## src/rtl/cfg_ctrl_pkg.sv

```systemverilog
// Shared definitions for the register-configuration command controller
// Opcodes, FSM state encodings, table sizes and the packed structs between blocks
package cfg_ctrl_pkg;

    // Command payload limit in bytes
    localparam int MAX_CMD_BYTES = 8;
    localparam int BYTE_IDX_W    = $clog2(MAX_CMD_BYTES);

    // Register table geometry
    localparam int NUM_SLOTS  = 16;
    localparam int SLOT_W     = 4;
    // Port (2) + direction (1) + channel count (1)
    localparam int BANK_W     = 4;
    localparam int NUM_BANKS  = 2 ** BANK_W;
    // Bank, slot and byte select
    localparam int MEM_ADDR_W = BANK_W + SLOT_W + 1;
    localparam int REG_ADDR_W = 6;

    // Packet length field width
    localparam int LEN_W = 16;

    // Byte select inside a slot
    localparam logic SEL_VALUE = 1'b0;
    localparam logic SEL_TAG   = 1'b1;

    // DATA_REG carries a zero byte and then the value
    localparam logic [LEN_W-1:0] DATA_REG_LEN = 16'd2;

    typedef enum logic [7:0] {
        CMD_NONE          = 8'h00,
        CMD_GET_REG       = 8'h31,
        CMD_SET_REG       = 8'h32,
        CMD_DATA_REG      = 8'h90,
        CMD_ERR_NOT_FOUND = 8'hF0
    } cmd_op_e;

    typedef enum logic [2:0] {
        EX_IDLE,
        EX_READ,
        EX_LOOKUP,
        EX_WRITE_TAG,
        EX_WRITE_VAL,
        EX_REPLY
    } exec_state_e;

    typedef enum logic [1:0] {
        SR_IDLE,
        SR_READ,
        SR_CHECK
    } search_state_e;

    // Decoded inbound command
    typedef struct packed {
        cmd_op_e          id;
        logic [LEN_W-1:0] length;
        logic [1:0]       port;
        logic [7:0]       reg_addr;
        logic [7:0]       value;
    } cmd_t;

    // Result of one bank search
    typedef struct packed {
        logic              hit;
        logic              full;
        logic [SLOT_W-1:0] slot;
        logic [7:0]        value;
    } lookup_t;

    // Outbound reply
    typedef struct packed {
        cmd_op_e          id;
        logic [LEN_W-1:0] length;
        logic [7:0]       value;
    } reply_t;

endpackage

```

## src/rtl/cmd_reader.sv

```systemverilog
// Inbound command reader
// Captures the header, counts payload bytes and builds the command struct
`timescale 1ns/1ps

module cmd_reader (
    input  logic                           clk,
    input  logic                           reset,
    input  logic                           start,
    input  logic                           ep4_ready,
    input  logic [7:0]                     ep4_cmd_id,
    input  logic [cfg_ctrl_pkg::LEN_W-1:0] ep4_cmd_length,
    input  logic [7:0]                     ep4_data,
    output logic                           ep4_read,
    output logic                           cmd_done,
    output cfg_ctrl_pkg::cmd_t             cmd
);

    logic                                        busy;
    logic                                        hdr_valid;
    logic                                        hdr_take;
    logic [cfg_ctrl_pkg::LEN_W-1:0]              count;
    logic [cfg_ctrl_pkg::LEN_W-1:0]              len_q;
    logic [7:0]                                  id_q;
    logic [cfg_ctrl_pkg::MAX_CMD_BYTES-1:0][7:0] payload;

    // Header is sampled on the first ready cycle after start
    assign hdr_take = busy && !hdr_valid && ep4_ready;

    // One byte per edge while the endpoint has data and bytes remain
    assign ep4_read = hdr_valid && ep4_ready && (count != len_q);
    // Zero-length packets finish right after the header
    assign cmd_done = hdr_valid && (count == len_q);

    always_ff @(posedge clk or posedge reset) begin
        if (reset) begin
            busy      <= 1'b0;
            hdr_valid <= 1'b0;
            count     <= '0;
        end else begin
            if (start) begin
                busy <= 1'b1;
            end
            if (hdr_take) begin
                hdr_valid <= 1'b1;
                count     <= '0;
            end
            if (ep4_read) begin
                count <= count + 1'b1;
            end
            if (cmd_done) begin
                busy      <= 1'b0;
                hdr_valid <= 1'b0;
            end
        end
    end

    // Header and payload bytes, anything past the buffer is dropped
    always_ff @(posedge clk) begin
        if (hdr_take) begin
            id_q    <= ep4_cmd_id;
            len_q   <= ep4_cmd_length;
            payload <= '0;
        end else if (ep4_read && (count < cfg_ctrl_pkg::MAX_CMD_BYTES)) begin
            payload[count[cfg_ctrl_pkg::BYTE_IDX_W-1:0]] <= ep4_data;
        end
    end

    // Field map: port in byte 0, address in byte 1, value in byte 3
    always_comb begin
        cmd          = '0;
        cmd.id       = cfg_ctrl_pkg::cmd_op_e'(id_q);
        cmd.length   = len_q;
        cmd.port     = payload[0][1:0];
        cmd.reg_addr = payload[1];
        cmd.value    = payload[3];
    end

endmodule

```

## src/rtl/reg_table.sv

```systemverilog
// Register table with configuration RAM, per-slot used flags
// and the sequential bank search engine
`timescale 1ns/1ps

module reg_table (
    input  logic                                clk,
    input  logic                                reset,
    input  logic                                search,
    input  logic [cfg_ctrl_pkg::BANK_W-1:0]     bank,
    input  logic [7:0]                          reg_addr,
    input  logic                                wr_en,
    input  logic [cfg_ctrl_pkg::MEM_ADDR_W-1:0] wr_addr,
    input  logic [7:0]                          wr_data,
    output logic                                done,
    output cfg_ctrl_pkg::lookup_t               lookup
);

    // Each slot holds a value byte and a tag byte
    logic [7:0] mem [2**cfg_ctrl_pkg::MEM_ADDR_W];
    logic [cfg_ctrl_pkg::NUM_BANKS-1:0][cfg_ctrl_pkg::NUM_SLOTS-1:0] used;

    cfg_ctrl_pkg::search_state_e          state;
    logic [cfg_ctrl_pkg::BANK_W-1:0]      bank_q;
    logic [cfg_ctrl_pkg::REG_ADDR_W-1:0]  addr_q;
    logic [cfg_ctrl_pkg::SLOT_W-1:0]      slot;
    logic                                 hit_q;
    logic [cfg_ctrl_pkg::MEM_ADDR_W-1:0]  rd_addr;
    logic [7:0]                           rd_data;
    logic                                 tag_match;
    logic                                 last_slot;
    logic                                 finish;

    // Tag read in READ, value byte of the same slot in CHECK
    assign rd_addr = {bank_q, slot,
                      (state == cfg_ctrl_pkg::SR_CHECK) ? cfg_ctrl_pkg::SEL_VALUE
                                                        : cfg_ctrl_pkg::SEL_TAG};

    assign tag_match = rd_data[cfg_ctrl_pkg::REG_ADDR_W-1:0] == addr_q;
    assign last_slot = slot == cfg_ctrl_pkg::SLOT_W'(cfg_ctrl_pkg::NUM_SLOTS - 1);

    // Done on a fetched value, a free slot, or the last slot missing
    assign finish = ((state == cfg_ctrl_pkg::SR_READ) && (hit_q || !used[bank_q][slot]))
                 || ((state == cfg_ctrl_pkg::SR_CHECK) && !tag_match && last_slot);

    // Synchronous single-port style RAM
    always_ff @(posedge clk) begin
        rd_data <= mem[rd_addr];
        if (wr_en) begin
            mem[wr_addr] <= wr_data;
        end
    end

    // A tag write claims the slot
    always_ff @(posedge clk or posedge reset) begin
        if (reset) begin
            used <= '0;
        end else if (wr_en && (wr_addr[0] == cfg_ctrl_pkg::SEL_TAG)) begin
            used[wr_addr[cfg_ctrl_pkg::MEM_ADDR_W-1 -: cfg_ctrl_pkg::BANK_W]]
                [wr_addr[cfg_ctrl_pkg::SLOT_W:1]] <= 1'b1;
        end
    end

    // Search FSM, two cycles per used slot
    always_ff @(posedge clk or posedge reset) begin
        if (reset) begin
            state <= cfg_ctrl_pkg::SR_IDLE;
            slot  <= '0;
            hit_q <= 1'b0;
            done  <= 1'b0;
        end else begin
            done <= finish;
            case (state)
                cfg_ctrl_pkg::SR_IDLE: begin
                    if (search) begin
                        slot  <= '0;
                        hit_q <= 1'b0;
                        state <= cfg_ctrl_pkg::SR_READ;
                    end
                end
                cfg_ctrl_pkg::SR_READ: begin
                    state <= finish ? cfg_ctrl_pkg::SR_IDLE : cfg_ctrl_pkg::SR_CHECK;
                end
                cfg_ctrl_pkg::SR_CHECK: begin
                    if (tag_match) begin
                        // Value byte is being read this cycle
                        hit_q <= 1'b1;
                        state <= cfg_ctrl_pkg::SR_READ;
                    end else if (last_slot) begin
                        state <= cfg_ctrl_pkg::SR_IDLE;
                    end else begin
                        slot  <= slot + 1'b1;
                        state <= cfg_ctrl_pkg::SR_READ;
                    end
                end
                default: state <= cfg_ctrl_pkg::SR_IDLE;
            endcase
        end
    end

    // Search key and result
    always_ff @(posedge clk) begin
        if ((state == cfg_ctrl_pkg::SR_IDLE) && search) begin
            bank_q <= bank;
            addr_q <= reg_addr[cfg_ctrl_pkg::REG_ADDR_W-1:0];
        end
        if (finish) begin
            lookup.hit   <= (state == cfg_ctrl_pkg::SR_READ) && hit_q;
            lookup.full  <= (state == cfg_ctrl_pkg::SR_CHECK);
            lookup.slot  <= slot;
            lookup.value <= rd_data;
        end
    end

endmodule

```

## src/rtl/cmd_executor.sv

```systemverilog
// Command sequencer
// Runs read, lookup, table write and reply for one command at a time
`timescale 1ns/1ps

module cmd_executor (
    input  logic                                clk,
    input  logic                                reset,
    input  logic                                cmd_done,
    input  cfg_ctrl_pkg::cmd_t                  cmd,
    input  logic                                done,
    input  cfg_ctrl_pkg::lookup_t               lookup,
    input  logic                                sent,
    input  logic [3:0]                          direction,
    input  logic [3:0]                          num_channels,
    output logic                                start,
    output logic                                search,
    output logic [cfg_ctrl_pkg::BANK_W-1:0]     bank,
    output logic [7:0]                          reg_addr,
    output logic                                wr_en,
    output logic [cfg_ctrl_pkg::MEM_ADDR_W-1:0] wr_addr,
    output logic [7:0]                          wr_data,
    output logic                                send,
    output cfg_ctrl_pkg::reply_t                reply
);

    cfg_ctrl_pkg::exec_state_e        state;
    cfg_ctrl_pkg::cmd_t               cmd_q;
    logic [cfg_ctrl_pkg::SLOT_W-1:0]  slot_q;
    logic                             is_tag;
    logic                             is_get;
    logic                             is_set;
    logic                             get_hit;

    // Bank from the command port and that port's direction and channel bits
    assign bank     = {cmd_q.port, direction[cmd_q.port], num_channels[cmd_q.port]};
    assign reg_addr = cmd_q.reg_addr;

    assign is_get  = cmd_q.id == cfg_ctrl_pkg::CMD_GET_REG;
    assign is_set  = cmd_q.id == cfg_ctrl_pkg::CMD_SET_REG;
    assign get_hit = is_get && lookup.hit;

    // Table writes straight from the state, tag first for a new entry
    assign is_tag  = state == cfg_ctrl_pkg::EX_WRITE_TAG;
    assign wr_en   = is_tag || (state == cfg_ctrl_pkg::EX_WRITE_VAL);
    assign wr_addr = {bank, slot_q, is_tag ? cfg_ctrl_pkg::SEL_TAG : cfg_ctrl_pkg::SEL_VALUE};
    // Tag byte: used marker, spare bit, address
    assign wr_data = is_tag ? {1'b1, 1'b0, cmd_q.reg_addr[cfg_ctrl_pkg::REG_ADDR_W-1:0]}
                            : cmd_q.value;

    always_ff @(posedge clk or posedge reset) begin
        if (reset) begin
            state  <= cfg_ctrl_pkg::EX_IDLE;
            start  <= 1'b0;
            search <= 1'b0;
            send   <= 1'b0;
        end else begin
            start  <= 1'b0;
            search <= 1'b0;
            send   <= 1'b0;
            case (state)
                cfg_ctrl_pkg::EX_IDLE: begin
                    start <= 1'b1;
                    state <= cfg_ctrl_pkg::EX_READ;
                end
                cfg_ctrl_pkg::EX_READ: begin
                    if (cmd_done) begin
                        if ((cmd.id == cfg_ctrl_pkg::CMD_GET_REG) ||
                            (cmd.id == cfg_ctrl_pkg::CMD_SET_REG)) begin
                            search <= 1'b1;
                            state  <= cfg_ctrl_pkg::EX_LOOKUP;
                        end else begin
                            // Unknown opcode is dropped
                            state <= cfg_ctrl_pkg::EX_IDLE;
                        end
                    end
                end
                cfg_ctrl_pkg::EX_LOOKUP: begin
                    if (done) begin
                        if (is_set && lookup.hit) begin
                            state <= cfg_ctrl_pkg::EX_WRITE_VAL;
                        end else if (is_set && !lookup.full) begin
                            state <= cfg_ctrl_pkg::EX_WRITE_TAG;
                        end else begin
                            // GET result or full bank
                            send  <= 1'b1;
                            state <= cfg_ctrl_pkg::EX_REPLY;
                        end
                    end
                end
                cfg_ctrl_pkg::EX_WRITE_TAG: state <= cfg_ctrl_pkg::EX_WRITE_VAL;
                cfg_ctrl_pkg::EX_WRITE_VAL: state <= cfg_ctrl_pkg::EX_IDLE;
                cfg_ctrl_pkg::EX_REPLY: begin
                    if (sent) begin
                        state <= cfg_ctrl_pkg::EX_IDLE;
                    end
                end
                default: state <= cfg_ctrl_pkg::EX_IDLE;
            endcase
        end
    end

    // Command, target slot and reply contents
    always_ff @(posedge clk) begin
        if ((state == cfg_ctrl_pkg::EX_READ) && cmd_done) begin
            cmd_q <= cmd;
        end
        if ((state == cfg_ctrl_pkg::EX_LOOKUP) && done) begin
            slot_q       <= lookup.slot;
            reply.id     <= get_hit ? cfg_ctrl_pkg::CMD_DATA_REG
                                    : cfg_ctrl_pkg::CMD_ERR_NOT_FOUND;
            reply.length <= get_hit ? cfg_ctrl_pkg::DATA_REG_LEN : '0;
            reply.value  <= lookup.value;
        end
    end

endmodule

```

## src/rtl/reply_writer.sv

```systemverilog
// Outbound reply writer
// Holds the reply header and emits its bytes under endpoint back-pressure
`timescale 1ns/1ps

module reply_writer (
    input  logic                           clk,
    input  logic                           reset,
    input  logic                           send,
    input  cfg_ctrl_pkg::reply_t           reply,
    input  logic                           ep8_ready,
    output logic                           sent,
    output logic                           ep8_write,
    output logic [7:0]                     ep8_cmd_id,
    output logic [cfg_ctrl_pkg::LEN_W-1:0] ep8_cmd_length,
    output logic [7:0]                     ep8_data
);

    logic                           busy;
    logic [cfg_ctrl_pkg::LEN_W-1:0] remaining;
    cfg_ctrl_pkg::reply_t           reply_q;
    logic                           finish;

    // Header only visible while a reply is out
    assign ep8_cmd_id     = busy ? reply_q.id : cfg_ctrl_pkg::CMD_NONE;
    assign ep8_cmd_length = busy ? reply_q.length : '0;

    // One byte per ready cycle, value goes last
    assign ep8_write = busy && ep8_ready && (remaining != '0);
    assign ep8_data  = (remaining == cfg_ctrl_pkg::LEN_W'(1)) ? reply_q.value : 8'h00;

    // Last byte written, or empty reply on the first ready cycle
    assign finish = busy && ep8_ready && (remaining <= cfg_ctrl_pkg::LEN_W'(1));

    always_ff @(posedge clk or posedge reset) begin
        if (reset) begin
            busy      <= 1'b0;
            remaining <= '0;
            sent      <= 1'b0;
        end else begin
            sent <= finish;
            if (send) begin
                busy      <= 1'b1;
                remaining <= reply.length;
            end else begin
                if (ep8_write) begin
                    remaining <= remaining - 1'b1;
                end
                if (finish) begin
                    busy <= 1'b0;
                end
            end
        end
    end

    always_ff @(posedge clk) begin
        if (send) begin
            reply_q <= reply;
        end
    end

endmodule

```

## src/rtl/cfg_ctrl_top.sv

```systemverilog
// Top level of the register-configuration controller
// Connects reader, table, executor and reply writer
`timescale 1ns/1ps

module cfg_ctrl_top (
    input  logic                           clk,
    input  logic                           reset,
    input  logic                           ep4_ready,
    input  logic [7:0]                     ep4_cmd_id,
    input  logic [cfg_ctrl_pkg::LEN_W-1:0] ep4_cmd_length,
    input  logic [7:0]                     ep4_data,
    output logic                           ep4_read,
    input  logic                           ep8_ready,
    output logic                           ep8_write,
    output logic [7:0]                     ep8_cmd_id,
    output logic [cfg_ctrl_pkg::LEN_W-1:0] ep8_cmd_length,
    output logic [7:0]                     ep8_data,
    input  logic [3:0]                     direction,
    input  logic [3:0]                     num_channels
);

    // Reader handshake
    logic               start;
    logic               cmd_done;
    cfg_ctrl_pkg::cmd_t cmd;

    // Table access
    logic                                search;
    logic [cfg_ctrl_pkg::BANK_W-1:0]     bank;
    logic [7:0]                          reg_addr;
    logic                                wr_en;
    logic [cfg_ctrl_pkg::MEM_ADDR_W-1:0] wr_addr;
    logic [7:0]                          wr_data;
    logic                                done;
    cfg_ctrl_pkg::lookup_t               lookup;

    // Reply handshake
    logic                 send;
    logic                 sent;
    cfg_ctrl_pkg::reply_t reply;

    cmd_reader u_reader (.*);

    reg_table u_table (.*);

    cmd_executor u_exec (.*);

    reply_writer u_writer (.*);

endmodule

```

## config.mk

```make
export PLATFORM = sky130hd
export DESIGN_NAME = cfg_ctrl_top
export DESIGN_NICKNAME = d
export VERILOG_FILES = /design/src/rtl/cfg_ctrl_pkg.sv /design/src/rtl/cmd_reader.sv /design/src/rtl/reg_table.sv /design/src/rtl/cmd_executor.sv /design/src/rtl/reply_writer.sv /design/src/rtl/cfg_ctrl_top.sv
export SDC_FILE = /design/constraint.sdc
export NUM_CORES = 2
export LEC_CHECK = 0
export BUFFER_PORTS_ARGS = -buffer_cell sky130_fd_sc_hd__clkbuf_2
export CAP_MARGIN = 20
export CORE_ASPECT_RATIO = 1.5
export CORE_MARGIN = 2
export CORE_UTILIZATION = 27
export CTS_CLUSTER_DIAMETER = 120
export CTS_CLUSTER_SIZE = 40
export DETAILED_ROUTE_END_ITERATION = 7
export PLACE_DENSITY = 0.44
export SYNTH_ARGS = -nofsm -noshare
export SYNTH_HDL_FRONTEND = slang
export SYNTH_SLANG_ARGS = --single-unit
```

## constraint.sdc

```tcl
create_clock -name clk -period 10.2 [get_ports clk]
set_input_delay 1.53 -clock clk [delete_from_list [all_inputs] [get_ports clk]]
set_output_delay 1.53 -clock clk [all_outputs]
set_load 0.01 [all_outputs]
```

==> metrics.md <==
| Metric | Value |
|---|---|
| Pwr Density | `148.2 nW/um^2` |
| Die Height | `995.5 um` |
| Met2 Track Usage GR | `31.78%` |
| CTS tree | `yes` |
| Hold-fix buffers, CTS | `0` |
| First-pass GRT wire length | `795100 um` |
| Critical Path End | `u_table.rd_data[7]$_DFF_P_` |
| Relative slew slack | `15.60%` |
| Vias/cell | `4.874` |
| Hold Startpoint | `u_table.lookup[11]$_DFFE_PP_` |
| Combinational cell fraction of total power | `0.6%` |
| Clock tree buffer depth | `4` |
| RR Endpoint | `u_table.rd_data[7]$_DFF_P_` |
| Core Box Area | `654000 sq um` |
| Initial DRC Count | `8195` |
| Critical Path AT | `7410 ps` |
| Hpwl dp | `366400 um` |
| Slowest CP cell | `dfrtp_4` |
| Seq pwr share | `70.4%` |
| Total I/O pin count | `78` |
| Clock Skew | `88.33 ps` |
| Kind of cell adding the most delay to the critical path | `buffers and inverters` |
| Post-Route WL | `573700 um` |
| Drt pass-1 iters | `6` |
| VDD IR-drop max | `0.1468 mV` |
| Final antenna-violating net count | `0` |
| NetSw | `5.745 mW` |
| Seq/Total Area, Yosys | `75.74%` |
| Synth warn | `0` |
| Drt wl/cell | `29.04 um` |
| Internal power contribution | `22.73 mW` |
| Clk pwr share | `29.0%` |
| Vias in the first global route | `96890` |
| TNS Setup | `0 ps` |
| Full die area | `662000 sq um` |
| Count of state elements after synthesis | `4522` |
| Initial Utilization | `27.06%` |
| Crit path from | `u_table.slot[1]$_DFFE_PP0P_` |
| R2R depth | `12` |
| CP Capture Type | `flop` |
| Fin crit share | `64.40%` |
| Crit path top cell by count | `buf_4` |
| Flop2flop setup slack | `3630 ps` |
| EDFF count, synth | `4192` |
| Clk_lat worst skew | `960 ps` |
| Post-Syn Instances | `11230` |
| Post-CTS setup buffers | `0` |
| Port bufs | `58` |
| Worst-path cell chain | `buf_12 > nand2b_4 > buf_4 > buf_4 > buf_4 > o22ai_1 > o31ai_1 > nor4_1 > buf_4 > nor4_1 > nand2_1 > and3_1` |
| Die X | `665.0 um` |
| Busiest grt layer | `met2` |
| Fin. max-slew vios | `0` |
| Post-synth cell types | `67` |
| DRC viols | `0` |
| Pin count of the biggest net entering global routing | `181` |
| Vias | `96280` |
| Leak pwr | `57.73 nW` |
| Initial antenna violation count | `37` |
| Outcome | `finished clean` |
| GPL Wtd Cong | `0.8092` |
| Final setup viols | `0` |
| Hold Path Class | `flop to flop` |
| Met3 usage in global routing | `1.229%` |
| Ratio of cells with drive above 1 in the final layout | `9.824%` |
| WHS | `441.7 ps` |
| Layout Nets | `11100` |
| Worst-Margin Slew | `1254 ps` |
| Met1 Use GR | `19.66%` |
| Total GRT Usage | `16.78%` |
| # Max-Cap Violations | `0` |
| CP Launch Type | `flop` |
| Crit path max fanout | `60` |
| Asr flop ratio synth | `6.767%` |
| Buffers plus inverters on the worst setup path | `5` |
| # clock sinks | `4522` |
| GRT overflow | `0` |
| Unrepaired setup endpoints after global routing | `false` |
| Synth Flop Type | `edfxtp_1` |
| Worst r2r src | `u_table.slot[1]$_DFFE_PP0P_` |
| Final Hold Violating Endpoints | `0` |
| Worst path depth | `12` |
| CTS clk-pin slew, worst paths | `150 ps` |
| Synth area leaders | `edfxtp_1 (71%), mux2i_1 (5.5%), dfrtp_1 (4.3%)` |
| CP Class | `flop to flop` |
| Post-Syn Area per Cell | `15.75 sq um` |
| Switching Share | `20.17%` |
| Clock tree root driver cell | `clkbuf_16` |
| Synthesized area | `176900 sq um` |
| CP Data Required Time | `11050 ps` |
| Top-count cell post-synth | `edfxtp_1` |
| Area leader, netlist | `edfxtp_1` |
| Htree depth | `4` |
| Minimum clock period | `6568 ps` |
| Number of buffers created by CTS | `139` |
| CP max stage delay | `680 ps` |
| Area growth, synth to finish | `8.638%` |
| Synth top area share | `71.14%` |
| Post-CTS sizing | `0` |
| Rows | `364` |
| Synth cell count leaders | `edfxtp_1 (4192), nand2_1 (1547), mux2i_1 (973), a21oi_1 (695), nor2_1 (600)` |
| FMAX | `0.1522 GHz` |
==> cell families after synthesis <==
family	count (synthesis)	synth area share, %
AO/OA/AOI/OAI	1530	5.346
XOR/XNOR	38	0.1881
adder cells (fa/ha/maj)	4	0.02829
buffers and inverters	758	2.043
flip-flops	4522	75.74
multiplexers	1240	8.794
other	1	0.002119
AND/OR/NAND/NOR	3141	7.858
==> power by group through the flow <==
stage	Sequential, mW	Combinational [mW]	Clock, mW
after floorplan	20.4	0.122	0
after global placement	20.5	0.169	0
after detailed placement	20.5	0.172	0
after CTS	20.0	0.172	8.50
after global routing	20.1	0.189	8.95
final	20.0	0.167	8.27
==> cell type report <==
cell class / instances / area, sq um
diodes: 28 / 70.07
clock buffers: 205 / 3769
clock inverters: 8 / 115.1
fillers: 65190 / 461800
inverters: 17 / 81.33
multi-input cells: 5972 / 39940
flip-flops and latches: 4522 / 134000
well taps: 8601 / 10760
repair buffers: 402 / 3460
==> per-stage QoR <==
stage                     cell area (sq um)  setup WS (ps)  total power, mW  std cells  util [%]
after CTS                            192100           3784            28.72      19720     29.37
after global routing                 192200           3702            29.20      19740     29.39
after floorplan                      177000          210.7            20.56      11250         -
after global placement               187900           3663            20.63      19480     28.72
after detailed placement             188200           3842            20.63      19510     28.77
final                                192200           3632            28.48      19760     29.39
==> state kept, by name (all words and copies together), names as in the netlist, 6 cells and up <==
name / count
u_reader.id_q: 8
u_reader.cmd: 16
u_reader.count: 16
u_table.used: 256
u_reader.len_q: 16
u_exec.reg_addr: 6
u_table.lookup: 14
u_writer.reply_q: 10
u_table.rd_data: 8
u_table.mem: 4096
u_exec.reply: 10
u_writer.remaining: 16
u_exec.cmd_q: 16
u_table.addr_q: 6
==> worst min path at each step <==
stage	to	slack (ps)	depth (start not counted)
after floorplan	u_table.lookup[6]$_DFFE_PP_	390	0
after global placement	u_exec.slot_q[0]$_DFFE_PP_	400	0
after detailed placement	u_exec.slot_q[0]$_DFFE_PP_	410	0
after CTS	u_exec.slot_q[0]$_DFFE_PP_	440	0
after global routing	u_exec.slot_q[3]$_DFFE_PP_	450	0
final	u_exec.slot_q[3]$_DFFE_PP_	440	0
==> layer usage <==
layer | vias up | share of wire (%)
met3 | 538 | 3.2
li1 | 42490 | -
met1 | 51280 | 39
met5 | - | 0.0094
met2 | 1961 | 54
met4 | 8 | 4.1
==> placed cells by master, fill, tap and decap left out, types with 26 or more instances in the layout <==
cell type	instances
a21oi_1	695
a31oi_1	45
buf_12	41
buf_4	271
clkbuf_1	64
clkbuf_16	141
clkbuf_2	58
dfrtp_1	303
diode_2	28
edfxtp_1	4192
mux2i_1	973
mux4_2	250
nand2_1	1532
nand3_1	205
nand4_1	54
nor2_1	576
nor3_1	115
nor4_1	310
o21ai_0	42
o21bai_1	87
o221ai_1	192
o22ai_1	362
o41ai_1	32
or2_2	170
xor2_1	26
Power figures use the tool's default switching activity.
